[src/rtl/xbar_map_pkg.sv]
// Crossbar sizing and address map
`default_nettype none

package xbar_map_pkg;

    localparam int DEF_N_MASTERS = 2;
    localparam int DEF_N_SLAVES  = 3;

    // window 0 sits in the rightmost word
    localparam logic [DEF_N_SLAVES-1:0][31:0] DEF_SLAVE_LOW  =
        {32'h43C2_0000, 32'h43C1_0000, 32'h43C0_0000};
    localparam logic [DEF_N_SLAVES-1:0][31:0] DEF_SLAVE_HIGH =
        {32'h43C2_FFFF, 32'h43C1_FFFF, 32'h43C0_FFFF};

    function automatic int sel_w(input int count);
        return (count > 1) ? $clog2(count) : 1;
    endfunction

endpackage

`default_nettype wire

[src/rtl/xbar_addr_decoder.sv]
// Subordinate address decoder
`timescale 1ns/1ns
`default_nettype none

module xbar_addr_decoder #(
    parameter int ADDR_W   = 32,
    parameter int N_SLAVES = 3,
    parameter logic [N_SLAVES-1:0][ADDR_W-1:0] SLAVE_LOW  = xbar_map_pkg::DEF_SLAVE_LOW,
    parameter logic [N_SLAVES-1:0][ADDR_W-1:0] SLAVE_HIGH = xbar_map_pkg::DEF_SLAVE_HIGH
) (
    input  logic [ADDR_W-1:0]                        addr_i,
    output logic [xbar_map_pkg::sel_w(N_SLAVES)-1:0] idx_o,
    output logic                                     hit_o
);
    import xbar_map_pkg::*;

    localparam int SEL_W = sel_w(N_SLAVES);

    always_comb begin
        idx_o = '0;
        hit_o = 1'b0;
        for (int i = N_SLAVES - 1; i >= 0; i--) begin // downward scan leaves the lowest match
            if (addr_i >= SLAVE_LOW[i] && addr_i <= SLAVE_HIGH[i]) begin
                idx_o = SEL_W'(i);
                hit_o = 1'b1;
            end
        end
    end

endmodule

`default_nettype wire

[config.mk]
export PLATFORM = sky130hd
export DESIGN_NAME = xbar_addr_decoder
export DESIGN_NICKNAME = d
export VERILOG_FILES = /design/src/rtl/xbar_map_pkg.sv /design/src/rtl/xbar_addr_decoder.sv
export SDC_FILE = /design/constraint.sdc
export NUM_CORES = 1
export LEC_CHECK = 0
export ABC_AREA = 1
export BUFFER_PORTS_ARGS = -buffer_cell sky130_fd_sc_hd__buf_4
export CORE_AREA = 2 2 39 41
export DETAILED_ROUTE_END_ITERATION = 10
export DIE_AREA = 0 0 41 43
export PLACE_DENSITY = 0.6
export SLEW_MARGIN = 5
export SYNTH_ARGS = -nofsm -noshare
export SYNTH_HDL_FRONTEND = slang
export SYNTH_SLANG_ARGS = --single-unit
export TNS_END_PERCENT = 10
[constraint.sdc]
create_clock -name vclk -period 0.9
set_input_delay 0.18 -clock vclk [all_inputs]
set_output_delay 0.18 -clock vclk [all_outputs]
set_load 0.01 [all_outputs]
After elaboration in Yosys (flattened, before gate mapping)
Index checks and enable logic that the tools add are counted.

Bits in registers: 0. Input port bits: 32.

Muxes and demuxes: 6. Magnitude comparators: 6. Reduce and logical (&&, ||, !) cells: 3.

Operators by type and width (number): greater-or-equal comparator 32 x 31 -> 1 bit, second input constant (3); <= comparator 32 x 31 -> 1 bit, second input constant (3); two-way mux 2 bit (3); logical AND 1 bit (3); two-way mux 1 bit (3).

Depth between registers and ports, before layout
Gate-level depths: netlist (run 1).

Word-level depth: 5. Gate-level depth with buffers: 8.

Worst setup path before layout (run 1)
OpenSTA, ideal clock, no wires.

Kind: input to output. Start point: input addr_i[26]. End point: output idx_o[0] (netlist bit). Data arrival time: 725 ps. Stages: 7. Slack: -5 ps. Cells stage by stage: nor2_1 -> nand2_1 -> a21oi_1 -> o21ai_1 -> nand2_1 -> nand2_2 -> inv_1.

Cells in the longest elaborated chain, start to end: 4. Elaborated cells between the ends (all ways): 8.

RTL lines: start: declaration (line xbar_addr_decoder.sv:11) `input logic [ADDR_W-1:0] addr_i,`; greater-or-equal comparator 32 x 31 -> 1 bit / <= comparator 32 x 31 -> 1 bit (equally long branches) (line xbar_addr_decoder.sv:23) `if (addr_i >= SLAVE_LOW[i] && addr_i <= SLAVE_HIGH[i]) begin`; logical AND 1 bit (line xbar_addr_decoder.sv:23); two-way mux 2 bit (line xbar_addr_decoder.sv:23); two-way mux 2 bit (*) (line xbar_addr_decoder.sv:23); end: declaration (line xbar_addr_decoder.sv:12) `output logic [xbar_map_pkg::sel_w(N_SLAVES)-1:0] idx_o,`.

Every way passes the cells marked *; elsewhere a longest branch is shown, timed or not.

Final worst setup path (run 1)
Start point: input addr_i[19]. End point: output hit_o.

Cells in the longest elaborated chain, start to end: 5. Elaborated cells between the ends (all ways): 12.

RTL lines: greater-or-equal comparator 32 x 31 -> 1 bit / <= comparator 32 x 31 -> 1 bit (equally long branches) (line xbar_addr_decoder.sv:23); logical AND 1 bit (line xbar_addr_decoder.sv:23); two-way mux 1 bit (2 in a row) (line xbar_addr_decoder.sv:23); two-way mux 1 bit (*) (line xbar_addr_decoder.sv:23); end: declaration (line xbar_addr_decoder.sv:13) `output logic hit_o`.

Marked as above.

==> impl_metrics.json, run 1 <==
{
  "design.seq.count": 0,
  "n_clock_buffer": 0,
  "via_count": 445,
  "drv_cap": 0,
  "nNetsFinal": 127,
  "final.min_clock_period_ns": 1.13,
  "drive_gt1_frac": 0.570,
  "fillCellCount": 172,
  "die_x_um": 41,
  "maxSlewViolCount": 0,
  "place_ws_ns": -0.319,
  "dr.pass1.iters": 1,
  "crit_path_top_delay_cell": "nor4_4",
  "setup_slack_ns": -0.234,
  "grt_pass1_vias": 413,
  "syn_nets": 90,
  "cp.arrival_ns": 0.95,
  "avgSynthCellArea_um2": 4.34,
  "cp-start-kind": "input port",
  "power_frac_clock": 0,
  "fp.dieH_um": 43,
  "p_sw_w": 0.0000666,
  "stdcell_count": 109,
  "syn_to_final_growth_pct": 140,
  "cpPeakStageDelay_ns": 0.21,
  "layout_common_cells": "26 x buf_4, 18 x nand2_1, 9 x buf_6",
  "power_density_mw_per_mm2": 309,
  "p_int_w": 0.000120,
  "routabilityCongestion": 0.664,
  "crit_fanout": 2,
  "grt_first_pass_wirelength_um": 1410,
  "hold_path_class": "input port to primary output",
  "status": "finished with violations",
  "antenna_found_initial": 0,
  "drt_wl_total_um": 787,
  "worstSetupPathType": "input port to primary output",
  "sw_frac_of_total": 0.357,
  "total_leakage_power_nw": 0.352,
  "cp.required_ns": 0.72,
  "rsz0062_at_grt": "yes",
  "crit_chain": "buf_6, nor2_4, inv_2, nor4_4, nand2_1, nand3_2, buf_6",
  "grt_overflow": 0,
  "dp_hpwl_um": 711,
  "hold_viol": 0,
  "dieArea_mm2": 0.00176,
  "yosysSeqAreaShare": 0,
  "viasPerCell": 4.08,
  "stdcell_area_um2": 604,
  "fmax_ghz": 0.881,
  "ant_nets": 0,
  "dpl-instance-area_um2": 534,
  "vdd_drop_max_uv": 115,
  "rows": 14,
  "grt_max_degree": 4,
  "yosysUniqueCellTypes": 11,
  "mappedNetlistArea_um2": 251,
  "drc_errors": 0,
  "slew_headroom": 0.867,
  "core_mm2": 0.00138,
  "boundaryPins": 35,
  "dpl.cell_count": 109,
  "violations": "negative setup slack",
  "power_frac_comb": 1.000,
  "final_common_cell": "buf_4",
  "drt-initial-drc-count": 0,
  "grt.total_usage": 0.103,
  "min_period_over_period": 1.26,
  "setup_viol": 3,
  "syn_inst": 58,
  "tightest_slew_ns": 0.198,
  "avgRoutedWirePerCell_um": 7.22,
  "diodes": 0,
  "start_util": 0.182,
  "power_w": 0.000186,
  "endpoint_kind": "primary output",
  "ys.warnings.count": 0,
  "regArea_um2": 0,
  "seqPwrFrac": 0,
  "crit_top_cell": "buf_6",
  "port_buffers": 35
}
==> area by class of cell <==
class,instances,area [um^2],area share
repair buffers,35,297,0.491
inverters,14,52.6,0.0870
multi-input cells,44,235,0.389
well taps,16,20.0,0.0331
==> metal layers <==
layer,vias to the layer above,global-route usage,part of all wire
met3,0,0,0.11
met1,178,0.146,0.40
met2,25,0.178,0.49
met4,0,0,0
li1,242,-,-
met5,-,0,0
==> cells by family after synthesis <==
kind of cell | share of synthesized area
AO/OA/AOI/OAI | 0.0398
buffers and inverters | 0.209
AND/OR/NAND/NOR | 0.751
==> path summary, 6_finish.rpt <==
path              cells after the start  slack [ns]       start  endpoint
setup / recovery                      7       -0.23  addr_i[19]     hit_o
hold / removal                        5        0.76  addr_i[16]  idx_o[1]
==> metrics by stage <==
| step | setup TNS, ns | hold slack [ns] | util |
|---|---|---|---|
| 6_report | -0.667 | 0.758 | 0.437 |
| 5_1_grt | -1.00 | 0.808 | 0.437 |
| 4_1_cts | -0.791 | 0.771 | 0.403 |
| 3_5_place_dp | -0.877 | 0.767 | 0.386 |
| 3_3_place_gp | -0.815 | 0.761 | 0.386 |
| 2_1_floorplan | -0.00715 | 0.523 | - |
==> repair_timing <==
item / 4_1_cts / 5_1_grt
setup endpoints to repair: 3 / 3
setup buffers: 0 / 0
pin swaps: 9 / 12
hold buffers: 0 / 0
cloned: 0 / 0
gates resized for setup: 10 / 15
==> cell usage after synthesis <==
library cell,number,share of area
nor3_2,1,0.040
a21oi_1,1,0.020
nor4_2,1,0.050
o21ai_1,1,0.020
inv_1,14,0.21
nand3_1,4,0.080
nor2_1,12,0.18
nand2_1,21,0.31
nor2_2,1,0.025
nand2_2,1,0.025
nand3_2,1,0.040
==> power by group through the flow <==
stage | sequential (W) | clock [W] | combinational [W]
after floorplan | 0 | 0 | 0.0000430
after global placement | 0 | 0 | 0.000156
after detailed placement | 0 | 0 | 0.000158
after CTS | 0 | 0 | 0.000170
after global routing | 0 | 0 | 0.000208
final | 0 | 0 | 0.000186
==> critical path, delay by kind of cell <==
| family | cells | cell delay (ns) |
|---|---|---|
| and+or+nand+nor | 4 | 0.53 |
| buffers and inverters | 3 | 0.25 |
Power figures use the tool's default switching activity.
==> inputs of run 2 (changes only) <==
--- a/config.mk
+++ b/config.mk
@@ -6,11 +6,11 @@
 export NUM_CORES = 1
 export LEC_CHECK = 0
 export ABC_AREA = 1
-export BUFFER_PORTS_ARGS = -buffer_cell sky130_fd_sc_hd__buf_4
 export CORE_AREA = 2 2 39 41
 export DETAILED_ROUTE_END_ITERATION = 10
 export DIE_AREA = 0 0 41 43
-export PLACE_DENSITY = 0.6
+export DONT_BUFFER_PORTS = 1
+export PLACE_DENSITY_LB_ADDON = 0.12
 export SLEW_MARGIN = 5
 export SYNTH_ARGS = -nofsm -noshare
 export SYNTH_HDL_FRONTEND = slang
==> run 2 against run 1 <==
The flow still finishes with violations (negative setup slack). Sequential share of layout area unchanged. Cell area down 31%. Power down 52%. Setup slack better by 0.15 ns. Critical path depth unchanged. Via count is 28% lower. First-iteration DRC count rose by 4. Wire length decreased by 19%. Critical path type unchanged. Highest routed layer unchanged.
==> impl_metrics.json, run 2 (synthesis gave the netlist of run 1 again) <==
{
  "endpoint_kind": "primary output",
  "vdd_drop_max_uv": 61.7,
  "drt_wl_total_um": 636,
  "port_buffers": 0,
  "antenna_found_initial": 0,
  "rsz0062_at_grt": "yes",
  "crit_top_cell": "nand2_2",
  "hold_viol": 0,
  "crit_cells": 7,
  "fin_hold_ws_ns": 0.542,
  "cpPeakStageDelay_ns": 0.14,
  "avgRoutedWirePerCell_um": 8.48,
  "tns_ns": -0.172,
  "violations": "negative setup slack",
  "cp-start-kind": "input port",
  "grt_overflow": 0,
  "core_mm2": 0.00138,
  "drive_gt1_frac": 0.542,
  "start_util": 0.182,
  "critical-path-top-delay-family": "simple AND/OR/NAND/NOR gates",
  "fmax_ghz": 1.01,
  "post-route-util": 0.299,
  "tightest_slew_ns": 0.196,
  "slew_headroom": 0.868,
  "setup_slack_ns": -0.0854,
  "viasPerCell": 4.29,
  "grt.total_usage": 0.0629,
  "crit_path_top_delay_cell": "a21oi_2",
  "crit_buf_inv": 0,
  "dp_hpwl_um": 553,
  "final.min_clock_period_ns": 0.985,
  "final_common_cell": "nand2_1",
  "power_density_mw_per_mm2": 216,
  "drt-initial-drc-count": 4,
  "dr.pass1.iters": 2,
  "dieArea_mm2": 0.00176,
  "drv_cap": 0,
  "via_count": 322,
  "hold_path_class": "input port to primary output",
  "n_clock_buffer": 0,
  "boundaryPins": 35,
  "setup_viol": 3,
  "min_period_over_period": 1.09,
  "min_path_cells": 3,
  "worstSetupPathType": "input port to primary output",
  "cp.arrival_ns": 0.81,
  "routabilityCongestion": 0.656,
  "layout_common_cells": "15 x nand2_1, 6 x inv_1, 5 x nor2_1, 5 x nor2_4",
  "drc_errors": 0,
  "crit_fanout": 2,
  "grt_first_pass_wirelength_um": 834,
  "crit_chain": "nor2_4, nand2_2, a21oi_2, o21ai_2, nand2_1, nand2_2, nand3_2",
  "regArea_um2": 0,
  "grt_max_degree": 4,
  "maxSlewViolCount": 0,
  "diodes": 0,
  "nNetsFinal": 93,
  "design.seq.count": 0,
  "total_leakage_power_nw": 0.193,
  "fp.dieH_um": 43,
  "ant_nets": 0,
  "grt_pass1_vias": 252,
  "die_x_um": 41,
  "rows": 14,
  "syn_to_final_growth_pct": 64.7,
  "cp.required_ns": 0.72,
  "status": "finished with violations",
  "post_cts_buffers": 0
}
==> run 2: timing repair <==
action                     in CTS  in global routing
hold buffers                    0                  0
resized for setup               4                 48
cloned                          0                  0
setup endpoints to repair       3                  3
pin swaps                       2                 15
==> run 2: worst paths after layout <==
| check | startpoint | to | slack, ns |
|---|---|---|---|
| worst max-delay path | addr_i[26] | hit_o | -0.09 |
| worst min-delay path | addr_i[16] | idx_o[1] | 0.54 |
==> run 2: area by class of cell <==
class	instances	area, um^2
Timing Repair Buffer	1	7.51
Fill cell	161	970
Multi-Input combinational cell	44	294
Tap cell	16	20.0
Inverter	14	92.6
==> run 2: per-layer routing <==
| metal | track usage | vias up | routed length, um | share of wire |
|---|---|---|---|---|
| li1 | - | 172 | - | - |
| met3 | 0.00524 | 0 | 54 | 0.085 |
| met5 | 0 | - | 0 | 0 |
| met2 | 0.116 | 15 | 362 | 0.57 |
| met1 | 0.0791 | 135 | 219 | 0.34 |
| met4 | 0 | 0 | 0 | 0 |
==> run 2: through the flow <==
stage	worst slack [ns]	instance area (um^2)	instances	power, W
floorplan	-0.00540	251	58	0.0000430
global placement	-0.116	279	75	0.0000525
detailed placement	-0.104	279	75	0.0000527
CTS	-0.0737	284	75	0.0000539
global route	-0.139	414	75	0.000101
finish	-0.0854	414	75	0.0000894
==> run 2: power breakdown <==
| part | switching, W | internal (W) | leakage [nW] | total (W) |
|---|---|---|---|---|
| Sequential | 0 | 0 | 0 | 0 |
| Combinational | 0.0000447 | 0.0000447 | 0.193 | 0.0000894 |
| Clock | 0 | 0 | 0 | 0 |
| Total | 0.0000447 | 0.0000447 | 0.193 | 0.0000894 |
==> inputs of run 3 (changes only) <==
--- a/config.mk
+++ b/config.mk
@@ -10,7 +10,7 @@
 export DETAILED_ROUTE_END_ITERATION = 10
 export DIE_AREA = 0 0 41 43
 export DONT_BUFFER_PORTS = 1
-export PLACE_DENSITY_LB_ADDON = 0.12
+export PLACE_DENSITY_LB_ADDON = 0.3
 export SLEW_MARGIN = 5
 export SYNTH_ARGS = -nofsm -noshare
 export SYNTH_HDL_FRONTEND = slang
==> run 3 against run 2 <==
Largest power group unchanged. Wire length shrank 4.9%. Cell area shrank 18%. Core utilization shrank 5.4 points. The flow still finishes with violations (negative setup slack). Critical path depth shrank 2. Critical path type unchanged. First-iteration DRC count shrank 100%. Combinational power shrank 25%.
==> impl_metrics.json, run 3 (synthesis gave the netlist of run 1 again) <==
{
  "vdd_drop_max_uv": 54.9,
  "total_leakage_power_nw": 0.173,
  "design.seq.count": 0,
  "drc_errors": 0,
  "multiInputGateArea_um2": 267,
  "rows": 14,
  "start_util": 0.182,
  "grt_first_pass_wirelength_um": 876,
  "diodes": 0,
  "power_w": 0.0000672,
  "fillCellCount": 172,
  "fmax_ghz": 1.04,
  "setup_viol": 3,
  "setup_slack_ns": -0.0595,
  "cp-start-kind": "input port",
  "tns_ns": -0.128,
  "slew_headroom": 0.868,
  "grt_overflow": 0,
  "n_clock_buffer": 0,
  "via_count": 325,
  "routabilityCongestion": 0.638,
  "syn_to_final_growth_pct": 34.8,
  "final.min_clock_period_ns": 0.959,
  "drt_wl_total_um": 605,
  "cp.required_ns": 0.72,
  "status": "finished with violations",
  "antenna_found_initial": 0,
  "core_mm2": 0.00138,
  "post_cts_buffers": 0,
  "dieArea_mm2": 0.00176,
  "drv_cap": 0,
  "crit_fanout": 2,
  "drive_gt1_frac": 0.397,
  "fp.dieH_um": 43,
  "layout_common_cells": "17 x nand2_1, 8 x inv_2, 8 x nor2_1",
  "min_period_over_period": 1.07,
  "rsz0062_at_grt": "yes",
  "dp_hpwl_um": 556,
  "ant_nets": 0,
  "cp.arrival_ns": 0.78,
  "boundaryPins": 35,
  "maxSlewViolCount": 0,
  "regArea_um2": 0,
  "violations": "negative setup slack",
  "drt-initial-drc-count": 0,
  "endpoint_kind": "primary output",
  "grt.total_usage": 0.0649,
  "min_path_cells": 3,
  "hold_path_class": "input port to primary output",
  "avgRoutedWirePerCell_um": 8.18,
  "grt_max_degree": 4,
  "hold_viol": 0,
  "grt_pass1_vias": 283,
  "tightest_slew_ns": 0.196,
  "holdPathEnd": "idx_o[1]",
  "die_x_um": 41,
  "final_common_cell": "nand2_1",
  "nNetsFinal": 92,
  "power_density_mw_per_mm2": 198,
  "port_buffers": 0,
  "viasPerCell": 4.39,
  "hp-start": "addr_i[16]",
  "dr.pass1.iters": 1,
  "worstSetupPathType": "input port to primary output",
  "fin_hold_ws_ns": 0.535
}
[run 3: metal layers]
metal  vias up  wire (um)  global-route usage
met4         0          0                   0
met1       138        194              0.0570
met5         -          0                   0
li1        170          -                   -
met2        17        322               0.141
met3         0         87              0.0105
[run 3: final cells by class]
type | count | share of cell area
multi-input combinational | 44 | 0.786
inverter | 14 | 0.155
tap | 16 | 0.0590
[run 3: worst max-delay path: stages]
cell	delay (ns)
nor2_4	0.10
inv_2	0.04
nor4_2	0.24
nand2_1	0.12
nand3_2	0.10
[run 3: metrics by stage]
stage          setup WS, ns  cells   util  area, um^2
3_5_place_dp         -0.114     74  0.196         272
4_1_cts             -0.0808     74  0.205         284
6_report            -0.0595     74  0.245         339
3_3_place_gp        -0.0911     74  0.196         272
2_1_floorplan      -0.00540     58      -         251
5_1_grt              -0.128     74  0.245         339
[run 3: repair_timing]
item | in CTS | in global routing
gates resized for setup | 6 | 19
hold buffers | 0 | 0
endpoints found under the setup margin | 3 | 3
pin swaps | 0 | 15
[run 3: how the worst max path moves through the flow]
stage / start / end / slack [ns] / depth (start not counted)
finish: addr_i[18] / hit_o / -0.06 / 5
floorplan: addr_i[26] / idx_o[0] / -0.005 / 7
detailed placement: addr_i[26] / idx_o[0] / -0.11 / 7
global route: addr_i[18] / hit_o / -0.13 / 5
global placement: addr_i[26] / idx_o[0] / -0.09 / 7
CTS: addr_i[19] / idx_o[1] / -0.08 / 5
[run 3: where the power goes]
group | internal (W) | switching (W) | leakage (nW)
Clock | 0 | 0 | 0
Combinational | 0.0000330 | 0.0000342 | 0.173
Sequential | 0 | 0 | 0
