<file path="config.mk">
export PLATFORM = sky130hd
export DESIGN_NAME = xbar_write_path
export DESIGN_NICKNAME = d
export VERILOG_FILES = /design/src/rtl/axil_pkg.sv /design/src/rtl/xbar_map_pkg.sv /design/src/rtl/xbar_write_path.sv
export SDC_FILE = /design/constraint.sdc
export NUM_CORES = 1
export LEC_CHECK = 0
export ABC_AREA = 0
export BUFFER_PORTS_ARGS = -buffer_cell sky130_fd_sc_hd__buf_2
export CAP_MARGIN = 30
export CORE_AREA = 5 5 162 164
export CTS_CLUSTER_DIAMETER = 50
export DETAILED_ROUTE_END_ITERATION = 8
export DIE_AREA = 0 0 167 169
export PLACE_DENSITY = 0.4
export SYNTH_ARGS = -nofsm -noshare
export SYNTH_HDL_FRONTEND = slang
export SYNTH_SLANG_ARGS = --single-unit
export TNS_END_PERCENT = 30
</file>
<file path="constraint.sdc">
create_clock -name clk_i -period 1.45 [get_ports clk_i]
set_input_delay 0.0725 -clock clk_i [delete_from_list [all_inputs] [get_ports clk_i]]
set_output_delay 0.0725 -clock clk_i [all_outputs]
set_load 0.02 [all_outputs]
</file>
<file path="src/rtl/axil_pkg.sv">
// AXI-Lite protocol definitions
`default_nettype none

package axil_pkg;

    localparam int RESP_W = 2;

    typedef enum logic [RESP_W-1:0] {
        RESP_OKAY   = 2'b00,
        RESP_DECERR = 2'b11
    } resp_e;

    localparam int DEF_ADDR_W = 32;
    localparam int DEF_DATA_W = 32;

endpackage

`default_nettype wire

</file>
<file path="src/rtl/xbar_map_pkg.sv">
// Crossbar sizing and address map
`default_nettype none

package xbar_map_pkg;

    localparam int DEF_N_MASTERS = 2;
    localparam int DEF_N_SLAVES  = 3;

    // window 0 sits in the rightmost word
    localparam logic [DEF_N_SLAVES-1:0][31:0] DEF_SLAVE_LOW  =
        {32'h43C2_0000, 32'h43C1_0000, 32'h43C0_0000};
    localparam logic [DEF_N_SLAVES-1:0][31:0] DEF_SLAVE_HIGH =
        {32'h43C2_FFFF, 32'h43C1_FFFF, 32'h43C0_FFFF};

    function automatic int sel_w(input int count);
        return (count > 1) ? $clog2(count) : 1;
    endfunction

endpackage

`default_nettype wire

</file>
<file path="src/rtl/xbar_write_path.sv">
// Crossbar write path
`timescale 1ns/1ns
`default_nettype none

module xbar_write_path #(
    parameter int ADDR_W    = 32,
    parameter int DATA_W    = 32,
    parameter int N_MASTERS = 2,
    parameter int N_SLAVES  = 3
) (
    input  logic                                        clk_i,
    input  logic                                        rstn_i,
    input  logic [N_MASTERS-1:0][ADDR_W-1:0]            s_awaddr_i,
    input  logic [N_MASTERS-1:0]                        s_awvalid_i,
    output logic [N_MASTERS-1:0]                        s_awready_o,
    input  logic [N_MASTERS-1:0][DATA_W-1:0]            s_wdata_i,
    input  logic [N_MASTERS-1:0][DATA_W/8-1:0]          s_wstrb_i,
    input  logic [N_MASTERS-1:0]                        s_wvalid_i,
    output logic [N_MASTERS-1:0]                        s_wready_o,
    output logic [N_MASTERS-1:0][axil_pkg::RESP_W-1:0]  s_bresp_o,
    output logic [N_MASTERS-1:0]                        s_bvalid_o,
    input  logic [N_MASTERS-1:0]                        s_bready_i,
    output logic [N_SLAVES-1:0][ADDR_W-1:0]             m_awaddr_o,
    output logic [N_SLAVES-1:0]                         m_awvalid_o,
    input  logic [N_SLAVES-1:0]                         m_awready_i,
    output logic [N_SLAVES-1:0][DATA_W-1:0]             m_wdata_o,
    output logic [N_SLAVES-1:0][DATA_W/8-1:0]           m_wstrb_o,
    output logic [N_SLAVES-1:0]                         m_wvalid_o,
    input  logic [N_SLAVES-1:0]                         m_wready_i,
    input  logic [N_SLAVES-1:0][axil_pkg::RESP_W-1:0]   m_bresp_i,
    input  logic [N_SLAVES-1:0]                         m_bvalid_i,
    output logic [N_SLAVES-1:0]                         m_bready_o,
    output logic [N_MASTERS-1:0]                        req_o,
    output logic                                        take_o,
    input  logic [N_MASTERS-1:0]                        grant_i,
    output logic [ADDR_W-1:0]                           dec_addr_o,
    input  logic [xbar_map_pkg::sel_w(N_SLAVES)-1:0]    dec_idx_i,
    input  logic                                        dec_hit_i
);
    import axil_pkg::*;
    import xbar_map_pkg::*;

    localparam int MST_W = sel_w(N_MASTERS);
    localparam int SLV_W = sel_w(N_SLAVES);

    typedef enum logic [1:0] {
        WR_IDLE,
        WR_ADDR,
        WR_DATA,
        WR_RESP
    } wr_state_e;

    wr_state_e        state_q;
    wr_state_e        state_d;
    logic [MST_W-1:0] gnt_idx;
    logic [MST_W-1:0] mst_q;
    logic [SLV_W-1:0] slv_q;
    logic             hit_q;
    logic             aw_done;
    logic             w_done;
    logic             b_done;

    always_comb begin
        gnt_idx = '0;
        for (int i = 0; i < N_MASTERS; i++) begin
            if (grant_i[i]) begin
                gnt_idx = MST_W'(i);
            end
        end
    end

    assign req_o      = s_awvalid_i;
    assign take_o     = (state_q == WR_IDLE) && (|grant_i);
    assign dec_addr_o = s_awaddr_i[gnt_idx];

    // on a miss the crossbar itself acts as the subordinate
    assign aw_done = s_awvalid_i[mst_q] && (!hit_q || m_awready_i[slv_q]);
    assign w_done  = s_wvalid_i[mst_q] && (!hit_q || m_wready_i[slv_q]);
    assign b_done  = s_bready_i[mst_q] && (!hit_q || m_bvalid_i[slv_q]);

    always_ff @(posedge clk_i or negedge rstn_i) begin
        if (!rstn_i) begin
            state_q <= WR_IDLE;
            mst_q   <= '0;
            slv_q   <= '0;
            hit_q   <= 1'b0;
        end else begin
            state_q <= state_d;
            if (take_o) begin
                mst_q <= gnt_idx;
                slv_q <= dec_idx_i;
                hit_q <= dec_hit_i;
            end
        end
    end

    always_comb begin
        state_d = state_q;
        case (state_q)
            WR_IDLE: if (take_o) state_d = WR_ADDR;
            WR_ADDR: if (aw_done) state_d = WR_DATA;
            WR_DATA: if (w_done) state_d = WR_RESP;
            WR_RESP: if (b_done) state_d = WR_IDLE;
            default: state_d = WR_IDLE;
        endcase
    end

    always_comb begin
        m_awaddr_o  = '0;
        m_awvalid_o = '0;
        m_wdata_o   = '0;
        m_wstrb_o   = '0;
        m_wvalid_o  = '0;
        m_bready_o  = '0;
        s_awready_o = '0;
        s_wready_o  = '0;
        s_bresp_o   = '0;
        s_bvalid_o  = '0;
        case (state_q)
            WR_ADDR: begin
                s_awready_o[mst_q] = hit_q ? m_awready_i[slv_q] : 1'b1;
                if (hit_q) begin
                    m_awaddr_o[slv_q]  = s_awaddr_i[mst_q];
                    m_awvalid_o[slv_q] = s_awvalid_i[mst_q];
                end
            end
            WR_DATA: begin
                s_wready_o[mst_q] = hit_q ? m_wready_i[slv_q] : 1'b1; // miss drops the data
                if (hit_q) begin
                    m_wdata_o[slv_q]  = s_wdata_i[mst_q];
                    m_wstrb_o[slv_q]  = s_wstrb_i[mst_q];
                    m_wvalid_o[slv_q] = s_wvalid_i[mst_q];
                end
            end
            WR_RESP: begin
                s_bvalid_o[mst_q] = hit_q ? m_bvalid_i[slv_q] : 1'b1;
                s_bresp_o[mst_q]  = hit_q ? m_bresp_i[slv_q] : RESP_DECERR;
                if (hit_q) begin
                    m_bready_o[slv_q] = s_bready_i[mst_q];
                end
            end
            default: ;
        endcase
    end

endmodule

`default_nettype wire

</file>
# Word level (Yosys, flattened, before mapping)
# Cells that the tools add are included.
dict set report op_classes {
  n_bitwise 10
  magnitude_cmp 5
  eq_ne 7
  n_reduce_logical 13
  n_mux 58
}
# op n
set ops {}
lappend ops {{$mux W96} 4}
lappend ops {{$mux W32} 7}
lappend ops {{$and A96 B96 Y96} 2}
lappend ops {{$demux W32 S2} 1}
lappend ops {{$mux W12} 2}
lappend ops {{$mux W2} 10}
lappend ops {{$mux W3} 6}
lappend ops {{$mux W4} 4}
lappend ops {{$mux W1} 15}
lappend ops {{$and A12 B12 Y12} 1}
lappend ops {{$and A3 B3 Y3} 3}
lappend ops {{$demux W4 S2} 1}
lappend ops {{$ne A2 B2 Y1 const B} 4}
lappend ops {{$pmux W2 S4} 1}
lappend ops {{$and A2 B2 Y2} 3}
lappend ops {{$bmux W1 S2} 3}
lappend ops {{$logic_and A1 B1 Y1} 6}
lappend ops {{$and A4 B4 Y4} 1}
lappend ops {{$bmux W2 S2} 1}
lappend ops {{$eq A2 B2 Y1 const B} 2}
lappend ops {{$lt A1 B2 Y1 const B} 2}
lappend ops {{$reduce_and A4 Y1} 1}
lappend ops {{$logic_or A1 B1 Y1} 3}
lappend ops {{$lt A2 B3 Y1 const B} 1}
lappend ops {{9 further kinds} 9}
dict set report totals {
  regBits 6
  word_cells 97
  output_inout_bits 258
}

# Logic depth before layout (Yosys ltp)
# Gate-level depths: netlist (run 1).
dict set report depth {
  ltp_word 7
  mapped_depth 6
  ltp_nobuf 5
}

# Worst setup path after synthesis (run 1)
# Ideal clock, no wire load.
dict set report synth_path {
  kind {flip-flop to output port}
  from {register state_q[0]}
  to {output port m_wdata_o[65] in the netlist's numbering}
  n_path_buf 2
  path_stages_with_launch 7
  arrival_ns 1.641
  required_time_ns 1.378
  setup_slack_ns -0.263
  path_cell_list {dfrtp_1 inv_1 ha_1 clkbuf_1 nand3_1 clkbuf_1 nor2_1}
}
# element line_no
set synth_rtl {}
lappend synth_rtl {{from (decl)} xbar_write_path.sv:53} ;# wr_state_e state_q;
lappend synth_rtl {{from (signal assigned)} xbar_write_path.sv:88} ;# state_q <= state_d;
lappend synth_rtl {{to (decl)} xbar_write_path.sv:26} ;# output logic [N_SLAVES-1:0][DATA_W-1:0] m_wdata_o,

==> results of run 1 <==
==> path summary, 6_finish.rpt <==
| check | start | endpoint | slack [ns] | cells past startpoint |
|---|---|---|---|---|
| max in group asynchronous | rstn_i | mst_q | 1.07 | 2 |
| min | dec_idx_i[1] | slv_q[1] | 0.07 | 2 |
| min in group asynchronous | rstn_i | slv_q[1] | 0.20 | 2 |
| min reg2reg | hit_q | hit_q | 0.57 | 1 |
| max reg2reg | mst_q | state_q[0] | -0.32 | 5 |
| max | mst_q | m_wdata_o[32] | -0.33 | 6 |
==> kinds of logic after synthesis <==
group,Yosys count,share of synthesized area
simple gates,246,0.367
compound gates,22,0.0580
fa+ha+maj,4,0.0186
mux,112,0.432
flops,6,0.0557
buf+inv,44,0.0682
==> cell usage in the layout (no fill, tap or decap), drive strengths merged, types with 2 or more instances in the layout <==
cell,n
mux2i,77
ha,4
o211ai,2
nand2b,2
and2,5
nor3b,2
clkbuf,9
nor2b,5
a221o,2
dfrtp,6
buf,511
nor2,217
a21oi,3
a22oi,2
nand3,7
inv,5
and3,3
nand3b,3
o21ai,7
mux2,35
==> routing by layer <==
metal  vias to the layer above  GRT usage  part of all wire
li1                       2444          -                 -
met3                        39     0.0266             0.070
met2                       287      0.280              0.55
met5                         -          0                 0
met4                         0     0.0238             0.022
met1                      2427      0.158              0.36
==> synth_stat cells, types with 4 or more instances <==
master / instances
and2_1: 5
buf_2: 9
clkbuf_1: 25
dfrtp_1: 6
ha_1: 4
inv_1: 5
mux2_2: 35
mux2i_1: 77
nand3_1: 7
nor2_1: 217
nor2b_1: 5
o21ai_0: 7
==> layout make-up <==
| cell class | count | area (um2) | area share |
|---|---|---|---|
| clock buffer | 4 | 78.8 | 0.00814 |
| inverter | 5 | 18.8 | 0.00194 |
| multi-input combinational | 384 | 4520 | 0.466 |
| sequential | 6 | 158 | 0.0163 |
| tap | 330 | 413 | 0.0426 |
| timing repair buffer | 517 | 4500 | 0.465 |
==> worst max-delay path, stage by stage (launching register included) <==
cell and delay (ns):
dfrtp_4 0.54, buf_12 0.17, buf_16 0.16, buf_6 0.13
mux2i_4 0.19, nor2_1 0.11, buf_2 0.17
==> what timing repair did <==
action / CTS / global route
buffers inserted: 9 / 11
pin swaps: 46 / 52
endpoints found under the setup margin: 229 / 230
cloned: 5 / 6
hold buffers: 1 / 0
gates resized for setup: 263 / 246
endpoints found under the hold margin: 6 / 0
==> power groups by stage <==
stage	sequential [mW]	clock, mW	combinational [mW]
2_1_floorplan	0.325	0	6.15
3_3_place_gp	0.384	0	9.10
3_5_place_dp	0.386	0	9.05
4_1_cts	0.427	0.482	10.8
5_1_grt	0.446	0.490	12.7
6_report	0.428	0.472	12.1
==> per-stage QoR <==
step | hold WS [ns] | TNS, ns | utilization | setup slack [ns] | area [um2]
floorplan | -0.223 | -5.67 | - | -0.0714 | 4410
global placement | -0.0809 | -26.12 | 0.296 | -0.215 | 7330
detailed placement | -0.0854 | -24.88 | 0.296 | -0.202 | 7330
CTS | 0.0728 | -63.54 | 0.347 | -0.345 | 8580
global route | 0.0941 | -73.03 | 0.391 | -0.395 | 9690
finish | 0.0732 | -58.56 | 0.391 | -0.331 | 9690
==> flip-flops by register name, summed over array words and instances, names as in the netlist <==
register  count
slv_q         2
state_q       2
hit_q         1
mst_q         1
==> metrics.yaml, run 1 <==
status: "complete, but fails checks"
violations: "negative setup slack"
crit_required_ns: 1.38
cts_buffers: 3
p_leak_nw: 4.03
syn_area_um2: 2700
wirelength_mm: 23.3
fin_cells: 1246
max_freq_mhz: 562
slew_violations: 0
worst_setup_path_end_kind: "output port"
wl_per_cell_um: 18.7
fillers: 2384
syn2layout_area_growth_pct: 259
dp_hpwl_mm: 17.4
max_slew.worst_pin.slew_ns: 0.482
ys_ff_latch: 6
p_comb_frac: 0.931
grt_max_degree: 38
drc: 0
vias: 5197
die_area_um2: 28200
clkLatencyLatePin_ns: 0.23
total_power_mw: 13.0
setup_violations: 226
grt_pass1_wl_mm: 32.0
crit_type: "flop to output port"
antenna_found_initial: 0
place_congestion: 0.830
clkPwrFrac: 0.036
io_pins: 422
synth_largest_area_cell: "nor2_1"
yosysTopAreaCellShare: 0.302
grt_pass1_vias: 5412
clkTransAtPathRegs_ns: 0.04
grt_setup_unrepaired: "true"
num-nets-final: 1085
period_minus_slack_ns: 1.78
synth_nets: 602
grt_overflow: 0
htreeDepth: 1
drive_above_1_share: 0.925
vias_per_cell: 4.17
finalWorstSetupSlack_ns: -0.331
drt_iter0_drc: 120
grt_util_all_layers: 0.142
core_um2: 24700
yosys_warnings: 0
final-hold-violation-count: 0
worstPathArrival_ns: 1.71
yosysUniqueCellTypes: 30
fin_skew_ns: 0.00370
initial_utilization: 0.109
firstDrtPassIters: 4
avgSynthCellArea_um2: 6.21
max_cap_violations: 0
seqPwrFrac: 0.033
swShare: 0.495
cts.sinks: 6
cp_max_fo: 8
startpoint_type: "flop"
p_per_area_nw_per_um2: 1340
io_buffers: 421
p_switching_mw: 6.44
synthArstFlopShare: 1.00
cts-root-buf: "clkbuf_16"
internal_power_mw: 6.58
ant_nets: 0
rows: 58
ir_drop_mv: 0.582
netlist_instances: 434
synth_ff_type: "dfrtp_1"
hold_path_class: "input pin to flop"
synth_edf_count: 0
die_h_um: 169
yosysSeqAreaShare: 0.0557
cts_tree: "built"
placed_cells: 1213
antenna_cells: 0
max_slew_margin: 0.672
synth.area.top_cells: "nor2_1 (30%), mux2i_1 (29%), mux2_2 (15%)"
finalCritPeriodShare: 1.23
dieWidth_um: 167
clock_path_buffers: 2
No activity file was read; power rests on OpenSTA's default activity.
==> inputs of run 2 (changes only) <==
- REMOVE_ABC_BUFFERS: not set -> 1
==> run 2 against run 1 <==
Effect of this change:
- the flow still finishes with violations (negative setup slack)
- utilization fell by 4.8 points
- sequential share of layout area grew 0.21 points
- register-to-register slack improved by 0.11 ns
- hold slack improved by 0.0078 ns
- final cell count increased by 1.7%
- count of clock-buffer cells in the layout stayed put
- largest cell class is now non-clock buffers
- highest routed layer unchanged
==> metrics.yaml, run 2 (same netlist as run 1, synthesis figures left out) <==
max_slew.worst_pin.slew_ns: 0.391  # -0.0903 ns
cts.sinks: 6  # unchanged
num-nets-final: 1105  # +1.8%
wl_per_cell_um: 20.1  # +7.9%
crit_path_top_delay_cell: "dfrtp_2"
period_minus_slack_ns: 1.80  # +0.0184 ns
hold_path_class: "input pin to flop"
seqPwrFrac: 0.036  # +0.003
design_area_um2: 8510  # -12%
tns_ns: -56.99  # +1.56 ns
firstDrtPassIters: 4  # unchanged
path_cells: "buf_12 > nor2b_4 > nand3_4 > buf_4 > clkbuf_16 > nor2_2 > buf_4"
placed_area_um2: 5670  # -23%
cts_buffers: 3  # unchanged
drc: 0  # unchanged
clkPwrFrac: 0.039  # +0.003
fillers: 2521  # +5.7%
grt_util_all_layers: 0.154  # +0.0126
cp_max_fo: 7  # -1
register_area_um2: 156  # -0.79%
fin_skew_ns: 0.00450  # +0.000804 ns
grt_pass1_wl_mm: 34.0  # +6.1%
swShare: 0.483  # -0.0123
slew_violations: 0  # unchanged
grt_max_degree: 38  # unchanged
place_congestion: 0.786  # -5.3%
syn2layout_area_growth_pct: 216
crit_type: "flop to output port"
worst_setup_path_end_kind: "output port"
max_cap_violations: 0  # unchanged
timing.rr.start: "slv_q[0]"
startpoint_type: "flop"
io_buffers: 421  # unchanged
io_pins: 422  # unchanged
clock_path_buffers: 2  # unchanged
ff2ff_path_depth: 5  # unchanged
total_power_mw: 11.9  # -8.6%
ir_drop_mv: 0.538  # -7.6%
die_area_um2: 28200  # unchanged
hp-start: "dec_idx_i[1]"
violations: "negative setup slack"
finalWorstSetupSlack_ns: -0.349  # -0.0184 ns
core_um2: 24700  # unchanged
dp_hpwl_mm: 17.4  # +0.14%
wirelength_mm: 25.5  # +9.7%
layout_common_cells: "buf_2 (229), buf_4 (180), nor2_1 (129)"
multi_input_area_um2: 3490  # -23%
crit_path_frequent_cell: "buf_4"
ant_nets: 0  # unchanged
r2r_end: "state_q[0]"
initial_utilization: 0.109  # unchanged
setup_violations: 226  # unchanged
holdPathEnd: "slv_q[1]"
clkTransAtPathRegs_ns: 0.03  # about the same
r2r_slack_ns: -0.21  # +0.11 ns
clkLatencyLatePin_ns: 0.23  # about the same
crit_required_ns: 1.38  # about the same
max_slew_margin: 0.739  # +0.0665
grt_overflow: 0  # unchanged
cpPeakStageDelay_ns: 0.42  # -0.12 ns
final_util: 0.344  # -0.0477
internal_power_mw: 6.16  # -6.4%
final-hold-violation-count: 0  # unchanged
status: "complete, but fails checks"
grt_setup_unrepaired: "true"
grt_pass1_vias: 5616  # +3.8%
htreeDepth: 1  # unchanged
dieWidth_um: 167  # unchanged
p_per_area_nw_per_um2: 1400  # +4.0%
cts-root-buf: "clkbuf_16"
die_h_um: 169  # unchanged
crit_cells: 7  # +1
drt_iter0_drc: 203  # +69%
rows: 58  # unchanged
antenna_found_initial: 4  # +4
post-place-ws_ns: -0.198  # +0.00431 ns
worstPathArrival_ns: 1.73  # +0.02 ns
vias_per_cell: 4.25  # +1.8%
max_freq_mhz: 556  # -1.0%
reg_top3: "slv_q (2), state_q (2)"
holdPathStages: 2  # unchanged
p_leak_nw: 4.11  # +1.9%
path_buf_inv: 4  # unchanged
p_switching_mw: 5.74  # -11%
finalCritPeriodShare: 1.24  # +0.0127
p_comb_frac: 0.924  # -0.007
cpLargestDelayFamily: "buffers and inverters"
vias: 5379  # +3.5%
drive_above_1_share: 0.788  # -0.136
cts_tree: "built"
layout.cells.most_common: "buf_2"
[run 2: cell count changes in the layout (fill, tap and decap cells not counted), sizes merged]
cell | previous run | this run
bufbuf | 0 | 1
buf | 511 | 529
clkbuf | 9 | 10
diode | 0 | 1
[run 2: worst max path at each step]
stage | startpoint | end | slack, ns
finish | slv_q[1] | m_wdata_o[39] | -0.35
CTS | mst_q | m_wdata_o[33] | -0.34
floorplan | mst_q | state_q[0] | -2.35
detailed placement | slv_q[1] | state_q[0] | -0.20
global placement | slv_q[1] | state_q[0] | -0.17
global route | state_q[0] | m_wdata_o[91] | -0.42
[run 2: cell type report]
class / count / area share
Antenna cell: 1 / 0.000294
Clock buffer: 4 / 0.00927
Inverter: 5 / 0.00221
Multi-Input combinational cell: 384 / 0.410
Sequential cell: 6 / 0.0184
Tap cell: 330 / 0.0485
Timing Repair Buffer: 537 / 0.511
[run 2: repair_timing]
action	in CTS	in global routing
hold buffers	1	0
cloned	12	7
resized for setup	357	223
buffers inserted	19	13
pin swaps	50	33
endpoints found under the setup margin	230	229
endpoints found under the hold margin	6	0
[run 2: per-stage QoR]
stage	cells	hold slack (ns)
floorplan	395	-0.223
global placement	1213	-0.0732
detailed placement	1213	-0.0715
CTS	1249	0.0811
global route	1267	0.0856
finish	1267	0.0810
[run 2: power groups by stage]
| stage | Clock [mW] | Combinational [mW] | Sequential [mW] |
|---|---|---|---|
| final | 0.467 | 11.0 | 0.433 |
| after CTS | 0.475 | 9.64 | 0.418 |
| after global routing | 0.485 | 11.5 | 0.451 |
| after floorplan | 0 | 2.93 | 0.659 |
| after global placement | 0 | 6.59 | 0.413 |
| after detailed placement | 0 | 6.55 | 0.422 |
[run 2: worst reg2reg max path, delay by kind of cell, from the launching register on]
family / cells / cell delay [ns]
compound gates: 3 / 0.88
flops: 1 / 0.41
simple gates: 1 / 0.16
buf+inv: 1 / 0.14
[run 2: metal layers]
layer	up-vias	share of wire	GRT usage
met2	359	0.52	0.288
li1	2469	-	-
met1	2502	0.37	0.175
met5	-	0	0
met4	0	0.029	0.0434
met3	49	0.080	0.0353
