<file path="src/rtl/axil_pkg.sv">
// AXI-Lite protocol definitions
`default_nettype none

package axil_pkg;

    localparam int RESP_W = 2;

    typedef enum logic [RESP_W-1:0] {
        RESP_OKAY   = 2'b00,
        RESP_DECERR = 2'b11
    } resp_e;

    localparam int DEF_ADDR_W = 32;
    localparam int DEF_DATA_W = 32;

endpackage

`default_nettype wire

</file>
<file path="src/rtl/xbar_map_pkg.sv">
// Crossbar sizing and address map
`default_nettype none

package xbar_map_pkg;

    localparam int DEF_N_MASTERS = 2;
    localparam int DEF_N_SLAVES  = 3;

    // window 0 sits in the rightmost word
    localparam logic [DEF_N_SLAVES-1:0][31:0] DEF_SLAVE_LOW  =
        {32'h43C2_0000, 32'h43C1_0000, 32'h43C0_0000};
    localparam logic [DEF_N_SLAVES-1:0][31:0] DEF_SLAVE_HIGH =
        {32'h43C2_FFFF, 32'h43C1_FFFF, 32'h43C0_FFFF};

    function automatic int sel_w(input int count);
        return (count > 1) ? $clog2(count) : 1;
    endfunction

endpackage

`default_nettype wire

</file>
<file path="src/rtl/xbar_read_path.sv">
// Crossbar read path
`timescale 1ns/1ns
`default_nettype none

module xbar_read_path #(
    parameter int ADDR_W    = 32,
    parameter int DATA_W    = 32,
    parameter int N_MASTERS = 2,
    parameter int N_SLAVES  = 3
) (
    input  logic                                        clk_i,
    input  logic                                        rstn_i,
    input  logic [N_MASTERS-1:0][ADDR_W-1:0]            s_araddr_i,
    input  logic [N_MASTERS-1:0]                        s_arvalid_i,
    output logic [N_MASTERS-1:0]                        s_arready_o,
    output logic [N_MASTERS-1:0][DATA_W-1:0]            s_rdata_o,
    output logic [N_MASTERS-1:0][axil_pkg::RESP_W-1:0]  s_rresp_o,
    output logic [N_MASTERS-1:0]                        s_rvalid_o,
    input  logic [N_MASTERS-1:0]                        s_rready_i,
    output logic [N_SLAVES-1:0][ADDR_W-1:0]             m_araddr_o,
    output logic [N_SLAVES-1:0]                         m_arvalid_o,
    input  logic [N_SLAVES-1:0]                         m_arready_i,
    input  logic [N_SLAVES-1:0][DATA_W-1:0]             m_rdata_i,
    input  logic [N_SLAVES-1:0][axil_pkg::RESP_W-1:0]   m_rresp_i,
    input  logic [N_SLAVES-1:0]                         m_rvalid_i,
    output logic [N_SLAVES-1:0]                         m_rready_o,
    output logic [N_MASTERS-1:0]                        req_o,
    output logic                                        take_o,
    input  logic [N_MASTERS-1:0]                        grant_i,
    output logic [ADDR_W-1:0]                           dec_addr_o,
    input  logic [xbar_map_pkg::sel_w(N_SLAVES)-1:0]    dec_idx_i,
    input  logic                                        dec_hit_i
);
    import axil_pkg::*;
    import xbar_map_pkg::*;

    localparam int MST_W = sel_w(N_MASTERS);
    localparam int SLV_W = sel_w(N_SLAVES);

    typedef enum logic [1:0] {
        RD_IDLE,
        RD_ADDR,
        RD_DATA
    } rd_state_e;

    rd_state_e        state_q;
    rd_state_e        state_d;
    logic [MST_W-1:0] gnt_idx;
    logic [MST_W-1:0] mst_q;
    logic [SLV_W-1:0] slv_q;
    logic             hit_q;
    logic             ar_done;
    logic             r_done;

    always_comb begin
        gnt_idx = '0;
        for (int i = 0; i < N_MASTERS; i++) begin
            if (grant_i[i]) begin
                gnt_idx = MST_W'(i);
            end
        end
    end

    assign req_o      = s_arvalid_i;
    assign take_o     = (state_q == RD_IDLE) && (|grant_i);
    assign dec_addr_o = s_araddr_i[gnt_idx];

    assign ar_done = s_arvalid_i[mst_q] && (!hit_q || m_arready_i[slv_q]);
    assign r_done  = s_rready_i[mst_q] && (!hit_q || m_rvalid_i[slv_q]);

    always_ff @(posedge clk_i or negedge rstn_i) begin
        if (!rstn_i) begin
            state_q <= RD_IDLE;
            mst_q   <= '0;
            slv_q   <= '0;
            hit_q   <= 1'b0;
        end else begin
            state_q <= state_d;
            if (take_o) begin
                mst_q <= gnt_idx;
                slv_q <= dec_idx_i;
                hit_q <= dec_hit_i;
            end
        end
    end

    always_comb begin
        state_d = state_q;
        case (state_q)
            RD_IDLE: if (take_o) state_d = RD_ADDR;
            RD_ADDR: if (ar_done) state_d = RD_DATA;
            RD_DATA: if (r_done) state_d = RD_IDLE;
            default: state_d = RD_IDLE;
        endcase
    end

    always_comb begin
        m_araddr_o  = '0;
        m_arvalid_o = '0;
        m_rready_o  = '0;
        s_arready_o = '0;
        s_rdata_o   = '0;
        s_rresp_o   = '0;
        s_rvalid_o  = '0;
        case (state_q)
            RD_ADDR: begin
                s_arready_o[mst_q] = hit_q ? m_arready_i[slv_q] : 1'b1;
                if (hit_q) begin
                    m_araddr_o[slv_q]  = s_araddr_i[mst_q];
                    m_arvalid_o[slv_q] = s_arvalid_i[mst_q];
                end
            end
            RD_DATA: begin
                s_rvalid_o[mst_q] = hit_q ? m_rvalid_i[slv_q] : 1'b1;
                s_rresp_o[mst_q]  = hit_q ? m_rresp_i[slv_q] : RESP_DECERR;
                s_rdata_o[mst_q]  = hit_q ? m_rdata_i[slv_q] : '0; // zero data on a miss
                if (hit_q) begin
                    m_rready_o[slv_q] = s_rready_i[mst_q];
                end
            end
            default: ;
        endcase
    end

endmodule

`default_nettype wire

</file>
<file path="config.mk">
export PLATFORM = sky130hd
export DESIGN_NAME = xbar_read_path
export DESIGN_NICKNAME = d
export VERILOG_FILES = /design/src/rtl/axil_pkg.sv /design/src/rtl/xbar_map_pkg.sv /design/src/rtl/xbar_read_path.sv
export SDC_FILE = /design/constraint.sdc
export NUM_CORES = 1
export LEC_CHECK = 0
export BUFFER_PORTS_ARGS = -buffer_cell sky130_fd_sc_hd__buf_2
export CORE_AREA = 2 2 150 152
export DETAILED_ROUTE_END_ITERATION = 16
export DIE_AREA = 0 0 152 154
export GPL_ROUTABILITY_DRIVEN = 0
export PLACE_DENSITY = 0.53
export SETUP_SLACK_MARGIN = 0.2
export SYNTH_ARGS = -nofsm -noshare
export SYNTH_HDL_FRONTEND = slang
export SYNTH_SLANG_ARGS = --single-unit
</file>
<file path="constraint.sdc">
create_clock -name clk_i -period 1.2 [get_ports clk_i]
set_input_delay 0.06 -clock clk_i [delete_from_list [all_inputs] [get_ports clk_i]]
set_output_delay 0.06 -clock clk_i [all_outputs]
set_load 0.1 [all_outputs]
</file>
[Word level (Yosys, flattened, before mapping)]
Cells that the tools add are included.
Widths: inputs -> output; s select.
Word-level totals
  output and inout bits: 209
  bits in registers: 6
  input bits: 183
  logic and storage cells: 77
Cells by class
  multiplexer cells: 45
  bitwise logic cells: 7
  equality and inequality tests: 5
  magnitude comparators: 5
  reduce and logical (&&, ||, !) cells: 11
Operators by type and width (number)
  $mux 32: 8
  $mux 96: 2
  $and 96x96->96: 1
  $and 64x64->64: 1
  $bmux 32 s2: 1
  $demux 32 s2: 1
  $mux 64: 1
  $demux 32 s1: 1
  $mux 2: 8
  $mux 3: 4
  $mux 1: 11
  $and 3x3->3: 2
  $ne 2x2->1 const B: 3
  $pmux 2 s3: 1
  $logic_and 1x1->1: 5
  $and 2x2->2: 2
  $and 4x4->4: 1
  $bmux 1 s2: 2
  $bmux 2 s2: 1
  $lt 1x2->1 const B: 2
  $mux 4: 1
  $lt 2x3->1 const B: 1
  $reduce_and 3->1: 1
  $demux 1 s2: 1
  10 further kinds: 11

[Logic depth before layout (Yosys ltp)]
Gate-level depths: netlist of run 1.
  word-level depth: 7
  depth in mapped cells: 5
  mapped depth without buffers: 3

[Least setup slack after synthesis of run 1]
No wires, ideal clock.
  path kind: register to output
  start: register state_q[0]
  end: output port s_rdata_o[10] (netlist name)
  slack: -2.033 ns
  cell stages (with the launch flop): 6
  data arrival time: 3.173 ns
  required time: 1.140 ns
  path buffers: 2
  cell sequence: dfrtp_1 -> and2b_2 -> nand2b_1 -> buf_2 -> buf_2 -> nor3b_1
RTL lines
  start: declaration: RTL line xbar_read_path.sv:46  | rd_state_e state_q;
  start signal: assignment: RTL line xbar_read_path.sv:78  | state_q <= state_d;
  end: declaration: RTL line xbar_read_path.sv:16  | output logic [N_MASTERS-1:0][DATA_W-1:0] s_rdata_o,

==> impl_summary.txt, run 1 <==
----------------------------------------------------
[Synth]
  Warning count from the yosys run ... 0
  Portion of the post-synthesis area used by sequential elements ... around 5%
  Flip-flop cell with the highest count after synthesis ... sky130_fd_sc_hd__dfrtp_1
  Post-synth ARST share ... 100%
  Largest cells by area after synthesis ... sky130_fd_sc_hd__mux2i_1 23%, sky130_fd_sc_hd__nor3b_1 17%, sky130_fd_sc_hd__mux2_2 13%, sky130_fd_sc_hd__nor2_1 13%, sky130_fd_sc_hd__a2bb2oi_1 9.4%
  Yosys reg bits ... 6
  Cell area after synthesis ... about 3000 sq um
  Fraction of the mapped netlist area in simple logic gates ... about a third
  Count of unique library cells instantiated by Yosys ... 33
  Total nets after synthesis ... 581
  Top cell type by total area after synthesis ... sky130_fd_sc_hd__mux2i_1
  Proportion of synthesized area in mux cells ... a little over a third
  Post-Synthesis Mean Instance Area ... 7.51 sq um
  Share of the synthesized area in the top cell type ... a little under a quarter
  Post-synth EDFFs ... 0
  XOR/XNOR share of the synthesized area ... 0%
  Adder-Cell Fraction of Synth Area ... 0%
  Main combinational cell family by area after synthesis ... multiplexers
  Compound-Gate Fraction of Synth Area ... 12.4%
  Number of standard cells after synthesis ... just under 400

[Min path]
  Worst hold stages ... 2
  Path class of the lowest-slack min-delay path ... in2reg
  Hold endpoint ... slv_q[0]
  Startpoint of the worst hold path ... dec_idx_i[0]

[STA]
  Max-slew violation total from the final report ... 0
  Post-route clock skew ... 0.00609 ns
  Slew at the pin closest to its max-slew limit ... about 0.53 ns
  Setup repair after global routing missed its margin ... yes
  Final period util ... 160%
  Post-layout worst setup margin ... -0.724 ns
  Final setup fails ... 180
  Minimum period implied by the final worst setup slack ... 1.92 ns
  Maximum achievable frequency ... between 0.5 and 0.6 GHz
  Final count of hold timing violations ... 0
  Sum Neg Setup Slack ... -109.07 ns
  Slew margin rel. ... around two thirds

[Clock tree]
  Clock-pin slew of the registers on the worst-case setup and hold paths ... 0.04 ns
  Num Clock Sinks ... 6
  Inserted Clock Buffers ... 3
  CTS H-Tree Depth ... 1
  Latest clock arrival within the worst-skew pair ... 0.23 ns
  Clk root buf ... sky130_fd_sc_hd__clkbuf_16
  Number of buffers on the longest clock path ... 2
  TritonCTS clock tree ... done

[Power]
  VDD IR max ... 1.13 mV
  Leak pwr ... about 5.2 nW
  Pwr Density ... 2000 nW/um^2

[Global routing]
  Global-route wire length before repair ... 33400 um
  Largest net degree at the start of global routing ... 29
  GRT Resource Usage Total ... between 10% and 20%
  Initial antenna violation count ... 3
  Residual overflow from global routing ... 0
  Via count of the first global-routing pass ... 5787

[Run status]
  Run status ... complete, but fails checks
  Violations in the final reports ... negative setup slack

[Floorplanning]
  Overall die height ... 154 um
  Floorplan row count ... 54
  Initial Utilization ... roughly 14%
  Boundary Pins ... 392
  Die boundary width ... 152 um
  Core region area ... 21700 sq um
  Die Outline Area ... 23400 sq um

[Finish]
  Flip-flop and latch area ... 155 sq um
  Top library cells by usage in the layout, fill and taps aside ... 233 x sky130_fd_sc_hd__buf_12, 183 x sky130_fd_sc_hd__buf_2, 102 x sky130_fd_sc_hd__nor2_4
  FILL cells ... between 1500 and 2000
  Final-stage net count ... 1053
  Area of the multi-input gates ... 4650 sq um
  Share of final-layout standard cells stronger than drive strength 1 ... 89.5%
  Final Non-Filler Cells ... 1152
  Leading cell type in the layout, fill and taps excluded ... sky130_fd_sc_hd__buf_12
  Synthesis-to-finish area growth ... 295%

[Critical path]
  Required time at the worst-slack endpoint ... 1.14 ns
  Crit-path max FO ... 8
  Worst flop-to-flop path startpoint ... slv_q[1]
  Crit path capture type ... primary output
  Register-to-register setup slack ... -0.35 ns
  Worst setup path category ... reg2out
  Number of cells on the worst reg-to-reg path ... 6
  Arrival time of data at the critical path endpoint ... 1.86 ns
  Worst reg2reg endpoint ... state_q[0]
  Critical Path Source Type ... flop

[Drt]
  Starting DRC count in detailed routing ... 117
  Final routed wirelength across all metal layers ... 21500 um
  Wire length per cell after detailed routing ... 18.6 um
  Number of nets still failing antenna checks after routing ... 0
  Count of unresolved DRC violations after routing ... 0
  DR vias ... 5086
  Number of detailed-route iterations in the first pass ... 4
  Avg Vias per Cell ... 4.41

[Placement]
  Placed cell count ... 1122
  Worst slack at placement ... -0.602 ns
  PortBufs ... 391
  Dpl hpwl ... 17100 um

[Run]
  Max-cap violation count ... 0

----------------------------------------------------
[per-stage QoR]
step | hold WS, ns | cell area, sq um | utilization (%) | total power, mW
global placement | -0.103 | 10700 | 49.2 | 20.2
detailed placement | -0.105 | 10700 | 49.2 | 20.3
CTS | 0.0624 | 11700 | 53.7 | 23.5
floorplan | -0.236 | 4740 | - | 13.8
global route | 0.0666 | 11800 | 54.4 | 24.6
finish | 0.0629 | 11800 | 54.4 | 23.7
[what timing repair did]
action                                  4_1_cts  5_1_grt
gates cloned                                  8        1
hold buffers                                  1        0
gates resized for setup                      89       16
endpoints found under the setup margin      197      182
pin swaps                                    30       30
hold endpoints to repair                      6        0
setup buffers                                10        3
[worst max-delay path, cell delays in order (launching register included)]
cell and delay [ns]:
sky130_fd_sc_hd__dfrtp_2 0.43, sky130_fd_sc_hd__buf_6 0.14, sky130_fd_sc_hd__nor2b_4 0.16, sky130_fd_sc_hd__buf_12 0.14
sky130_fd_sc_hd__buf_16 0.14, sky130_fd_sc_hd__a2bb2oi_2 0.06, sky130_fd_sc_hd__buf_4 0.15, sky130_fd_sc_hd__nor3b_4 0.21
sky130_fd_sc_hd__buf_12 0.20
[flip-flops by register name (all words and copies together) (netlist names)]
register and cells:
hit_q 1, slv_q 2, mst_q 1, state_q 2
[report_power, final]
part           leakage (nW)  switching (mW)  internal (mW)
registers            0.0675           0.185          0.318
logic                  5.07            12.7           9.92
clock network        0.0382           0.114          0.441
total                  5.17            13.0           10.7
[synthesized netlist by cell type (2+ instances only)]
cell	number
sky130_fd_sc_hd__nand3b_1	3
sky130_fd_sc_hd__dfrtp_1	6
sky130_fd_sc_hd__buf_2	25
sky130_fd_sc_hd__nand2b_1	5
sky130_fd_sc_hd__buf_1	3
sky130_fd_sc_hd__nor2b_1	8
sky130_fd_sc_hd__inv_1	3
sky130_fd_sc_hd__buf_4	5
sky130_fd_sc_hd__buf_6	2
sky130_fd_sc_hd__nor3_1	2
sky130_fd_sc_hd__clkbuf_1	9
sky130_fd_sc_hd__buf_12	3
sky130_fd_sc_hd__mux2_2	35
sky130_fd_sc_hd__nor2_1	102
sky130_fd_sc_hd__o221ai_1	2
sky130_fd_sc_hd__a2bb2oi_1	32
sky130_fd_sc_hd__nand3_1	2
sky130_fd_sc_hd__nor3b_1	66
sky130_fd_sc_hd__mux2i_1	70
sky130_fd_sc_hd__nand2_1	2
[how the worst max path moves through the flow]
| stage | from | endpoint |
|---|---|---|
| after floorplan | state_q[0] | s_rdata_o[33] |
| after detailed placement | slv_q[1] | s_rresp_o[2] |
| after CTS | slv_q[1] | s_rdata_o[18] |
| after global placement | slv_q[1] | s_rresp_o[2] |
| final | slv_q[1] | s_rdata_o[18] |
| after global routing | slv_q[1] | s_rdata_o[50] |
[cells by family (layout without fill, tap and decap cells)]
group	Yosys count	in the layout
other	0	3
AND/OR/NAND/NOR	194	194
flip-flops	6	6
buffers and inverters	51	522
multiplexers	105	105
AO/OA/AOI/OAI	42	42
[area by class of cell]
cell class	instances	share of cell area (%)
timing repair buffer	515	55.5
multi-input combinational	341	39.4
tap	280	2.97
sequential	6	1.31
clock buffer	4	0.668
inverter	3	0.0954
antenna	3	0.0636
[metal layers]
layer | global-route usage (%) | vias up | wire length [um]
li1 | - | 2384 | -
met1 | 19.4 | 2420 | 7590
met2 | 33.7 | 254 | 11600
met3 | 5.67 | 28 | 1790
met4 | 4.32 | 0 | 491
met5 | 0 | - | 0
(Power assumes the default switching activity.)
==> run 2: changes to the inputs <==
Settings changed: GPL_TIMING_DRIVEN set to 0.
==> impl_summary.txt, run 2 (synthesis results as in run 1) <==
----------------------------------------------------
[Run status]
  Run status ... complete, but fails checks
  Violations in the final reports ... negative setup slack

[Floorplanning]
  Initial Utilization ... 13.8%
  Floorplan row count ... 54
  Die Outline Area ... 23400 sq um
  Die boundary width ... about 150 um
  Core region area ... 21700 sq um
  Boundary Pins ... 392
  Overall die height ... 154 um

[Drt]
  Number of nets still failing antenna checks after routing ... 0
  DR vias ... around 5100
  Wire length the detailed router placed on met1 ... 8420 um
  Uppermost routed layer ... met4
  Count of unresolved DRC violations after routing ... 0
  Final routed wirelength across all metal layers ... 23800 um
  Wire length per cell after detailed routing ... 21.1 um
  Starting DRC count in detailed routing ... 114
  Routed wl met3 ... 1350 um
  Number of detailed-route iterations in the first pass ... 4
  DR WL met2 ... around 14000 um
  Avg Vias per Cell ... 4.51

[Power]
  Sum of internal, switching and leakage power ... 25.1 mW
  Leak pwr ... a little under 5 nW
  Pwr Density ... 2090 nW/um^2
  VDD IR max ... 1.10 mV

[STA]
  Slew margin rel. ... between 50% and 60%
  Final setup fails ... 181
  Post-layout worst setup margin ... -0.708 ns
  Minimum period implied by the final worst setup slack ... 1.91 ns
  Slew at the pin closest to its max-slew limit ... 0.652 ns
  Sum Neg Setup Slack ... -104.43 ns
  Setup repair after global routing missed its margin ... yes
  Maximum achievable frequency ... 0.524 GHz
  Final period util ... 159%
  Max-slew violation total from the final report ... 0
  Post-route clock skew ... 0.000865 ns
  Final count of hold timing violations ... 0

[Clock tree]
  Clk root buf ... sky130_fd_sc_hd__clkbuf_16
  CTS H-Tree Depth ... 1
  Number of buffers on the longest clock path ... 2
  Num Clock Sinks ... 6
  Clock-pin slew of the registers on the worst-case setup and hold paths ... about 0.030 ns
  Latest clock arrival within the worst-skew pair ... ~0.23 ns
  TritonCTS clock tree ... done
  Inserted Clock Buffers ... 3

[Run]
  Max-cap violation count ... 0

[Finish]
  Leading cell type in the layout, fill and taps excluded ... sky130_fd_sc_hd__buf_12
  FILL cells ... 1657
  Final Non-Filler Cells ... 1129
  Finished Cell Area ... 12000 sq um
  Share of final-layout standard cells stronger than drive strength 1 ... 95.0%
  Final-stage net count ... just over 1000
  Synthesis-to-finish area growth ... 302%
  Top library cells by usage in the layout, fill and taps aside ... 208 x sky130_fd_sc_hd__buf_12, 186 x sky130_fd_sc_hd__buf_2, 100 x sky130_fd_sc_hd__nor2_4
  Largest registers ... slv_q (2), state_q (2)

[Global routing]
  Initial antenna violation count ... 2
  GRT Resource Usage Total ... around 18%
  Global-route wire length before repair ... 33800 um
  Via count of the first global-routing pass ... 5643
  Residual overflow from global routing ... 0
  Largest net degree at the start of global routing ... 12

[Critical path]
  Crit path capture type ... primary output
  Required time at the worst-slack endpoint ... 1.14 ns
  Arrival time of data at the critical path endpoint ... 1.85 ns
  Critical Path Source Type ... flop
  Worst flop-to-flop path startpoint ... slv_q[1]
  Worst Setup SP ... slv_q[1]
  Crit-path max FO ... 10
  Worst setup path category ... reg2out

[Min path]
  Path class of the lowest-slack min-delay path ... in2reg
  Startpoint of the worst hold path ... dec_hit_i

[Placement]
  Dpl hpwl ... 15800 um
  Placed cell count ... 1068
  Worst slack at placement ... -0.967 ns
  Placed cell areas ... 7040 sq um
  PortBufs ... a little under 400

----------------------------------------------------
## run 2: cell count changes in the layout (fill, tap and decap cells not counted), moves of 6 or more
cell	before	now
sky130_fd_sc_hd__a2bb2oi_2	7	17
sky130_fd_sc_hd__buf_12	233	208
sky130_fd_sc_hd__a2bb2oi_1	12	0
sky130_fd_sc_hd__buf_6	8	45
sky130_fd_sc_hd__mux2i_2	10	20
sky130_fd_sc_hd__mux2i_1	60	16
sky130_fd_sc_hd__mux2i_4	0	34
sky130_fd_sc_hd__buf_4	79	30
sky130_fd_sc_hd__clkbuf_2	0	6
## run 2: layout make-up
type                       count  area (sq um)  share of cell area, %
antenna                        2          5.00                 0.0417
buffer                        48           788                   6.56
clock buffer                   3          75.1                  0.625
inverter                       3          11.3                 0.0937
multi-input combinational    341          5160                   42.9
sequential                     6           151                   1.26
tap                          280           350                   2.92
timing repair buffer         446          5470                   45.6
## run 2: path summary, 6_finish.rpt
| path | to | slack [ns] | cells after the start |
|---|---|---|---|
| max | s_rdata_o[44] | -0.71 | 7 |
| min | hit_q | 0.06 | 2 |
| max reg2reg | state_q[1] | -0.20 | 5 |
| min reg2reg | state_q[1] | 0.76 | 2 |
| max in group asynchronous | mst_q | 0.84 | 2 |
| min in group asynchronous | state_q[0] | 0.20 | 2 |
## run 2: metal layers
metal	GRT usage [%]	vias up
li1	-	2351
met1	19.6	2446
met2	36.8	268
met3	3.41	29
met4	3.29	0
met5	0	-
## run 2: per-stage QoR
step / hold WS [ns] / utilization [%]
6_report: 0.0647 / 55.4
5_1_grt: 0.0716 / 55.4
4_1_cts: 0.0648 / 49.2
3_5_place_dp: -0.111 / 32.5
3_3_place_gp: -0.113 / 32.5
2_1_floorplan: -0.236 / -
## run 2: where the power goes
group	internal [mW]	leakage, nW	switching [mW]
registers	0.308	0.0705	0.105
clock network	0.428	0.0370	0.117
logic	10.7	4.87	13.5
total	11.4	4.97	13.7
## run 2: what timing repair did
action	CTS	global route
gates resized for setup	789	281
hold endpoints to repair	6	0
pin swaps	21	30
setup buffers	22	26
endpoints found under the setup margin	213	213
hold buffers	1	0
cloned	5	2
## run 2: critical path, cell delays in order (launching register included)
cell and delay, ns:
sky130_fd_sc_hd__dfrtp_1 0.39, sky130_fd_sc_hd__buf_12 0.16, sky130_fd_sc_hd__buf_12 0.15, sky130_fd_sc_hd__mux2i_2 0.18
sky130_fd_sc_hd__a2bb2oi_2 0.14, sky130_fd_sc_hd__buf_4 0.15, sky130_fd_sc_hd__nor3b_4 0.22, sky130_fd_sc_hd__buf_12 0.20
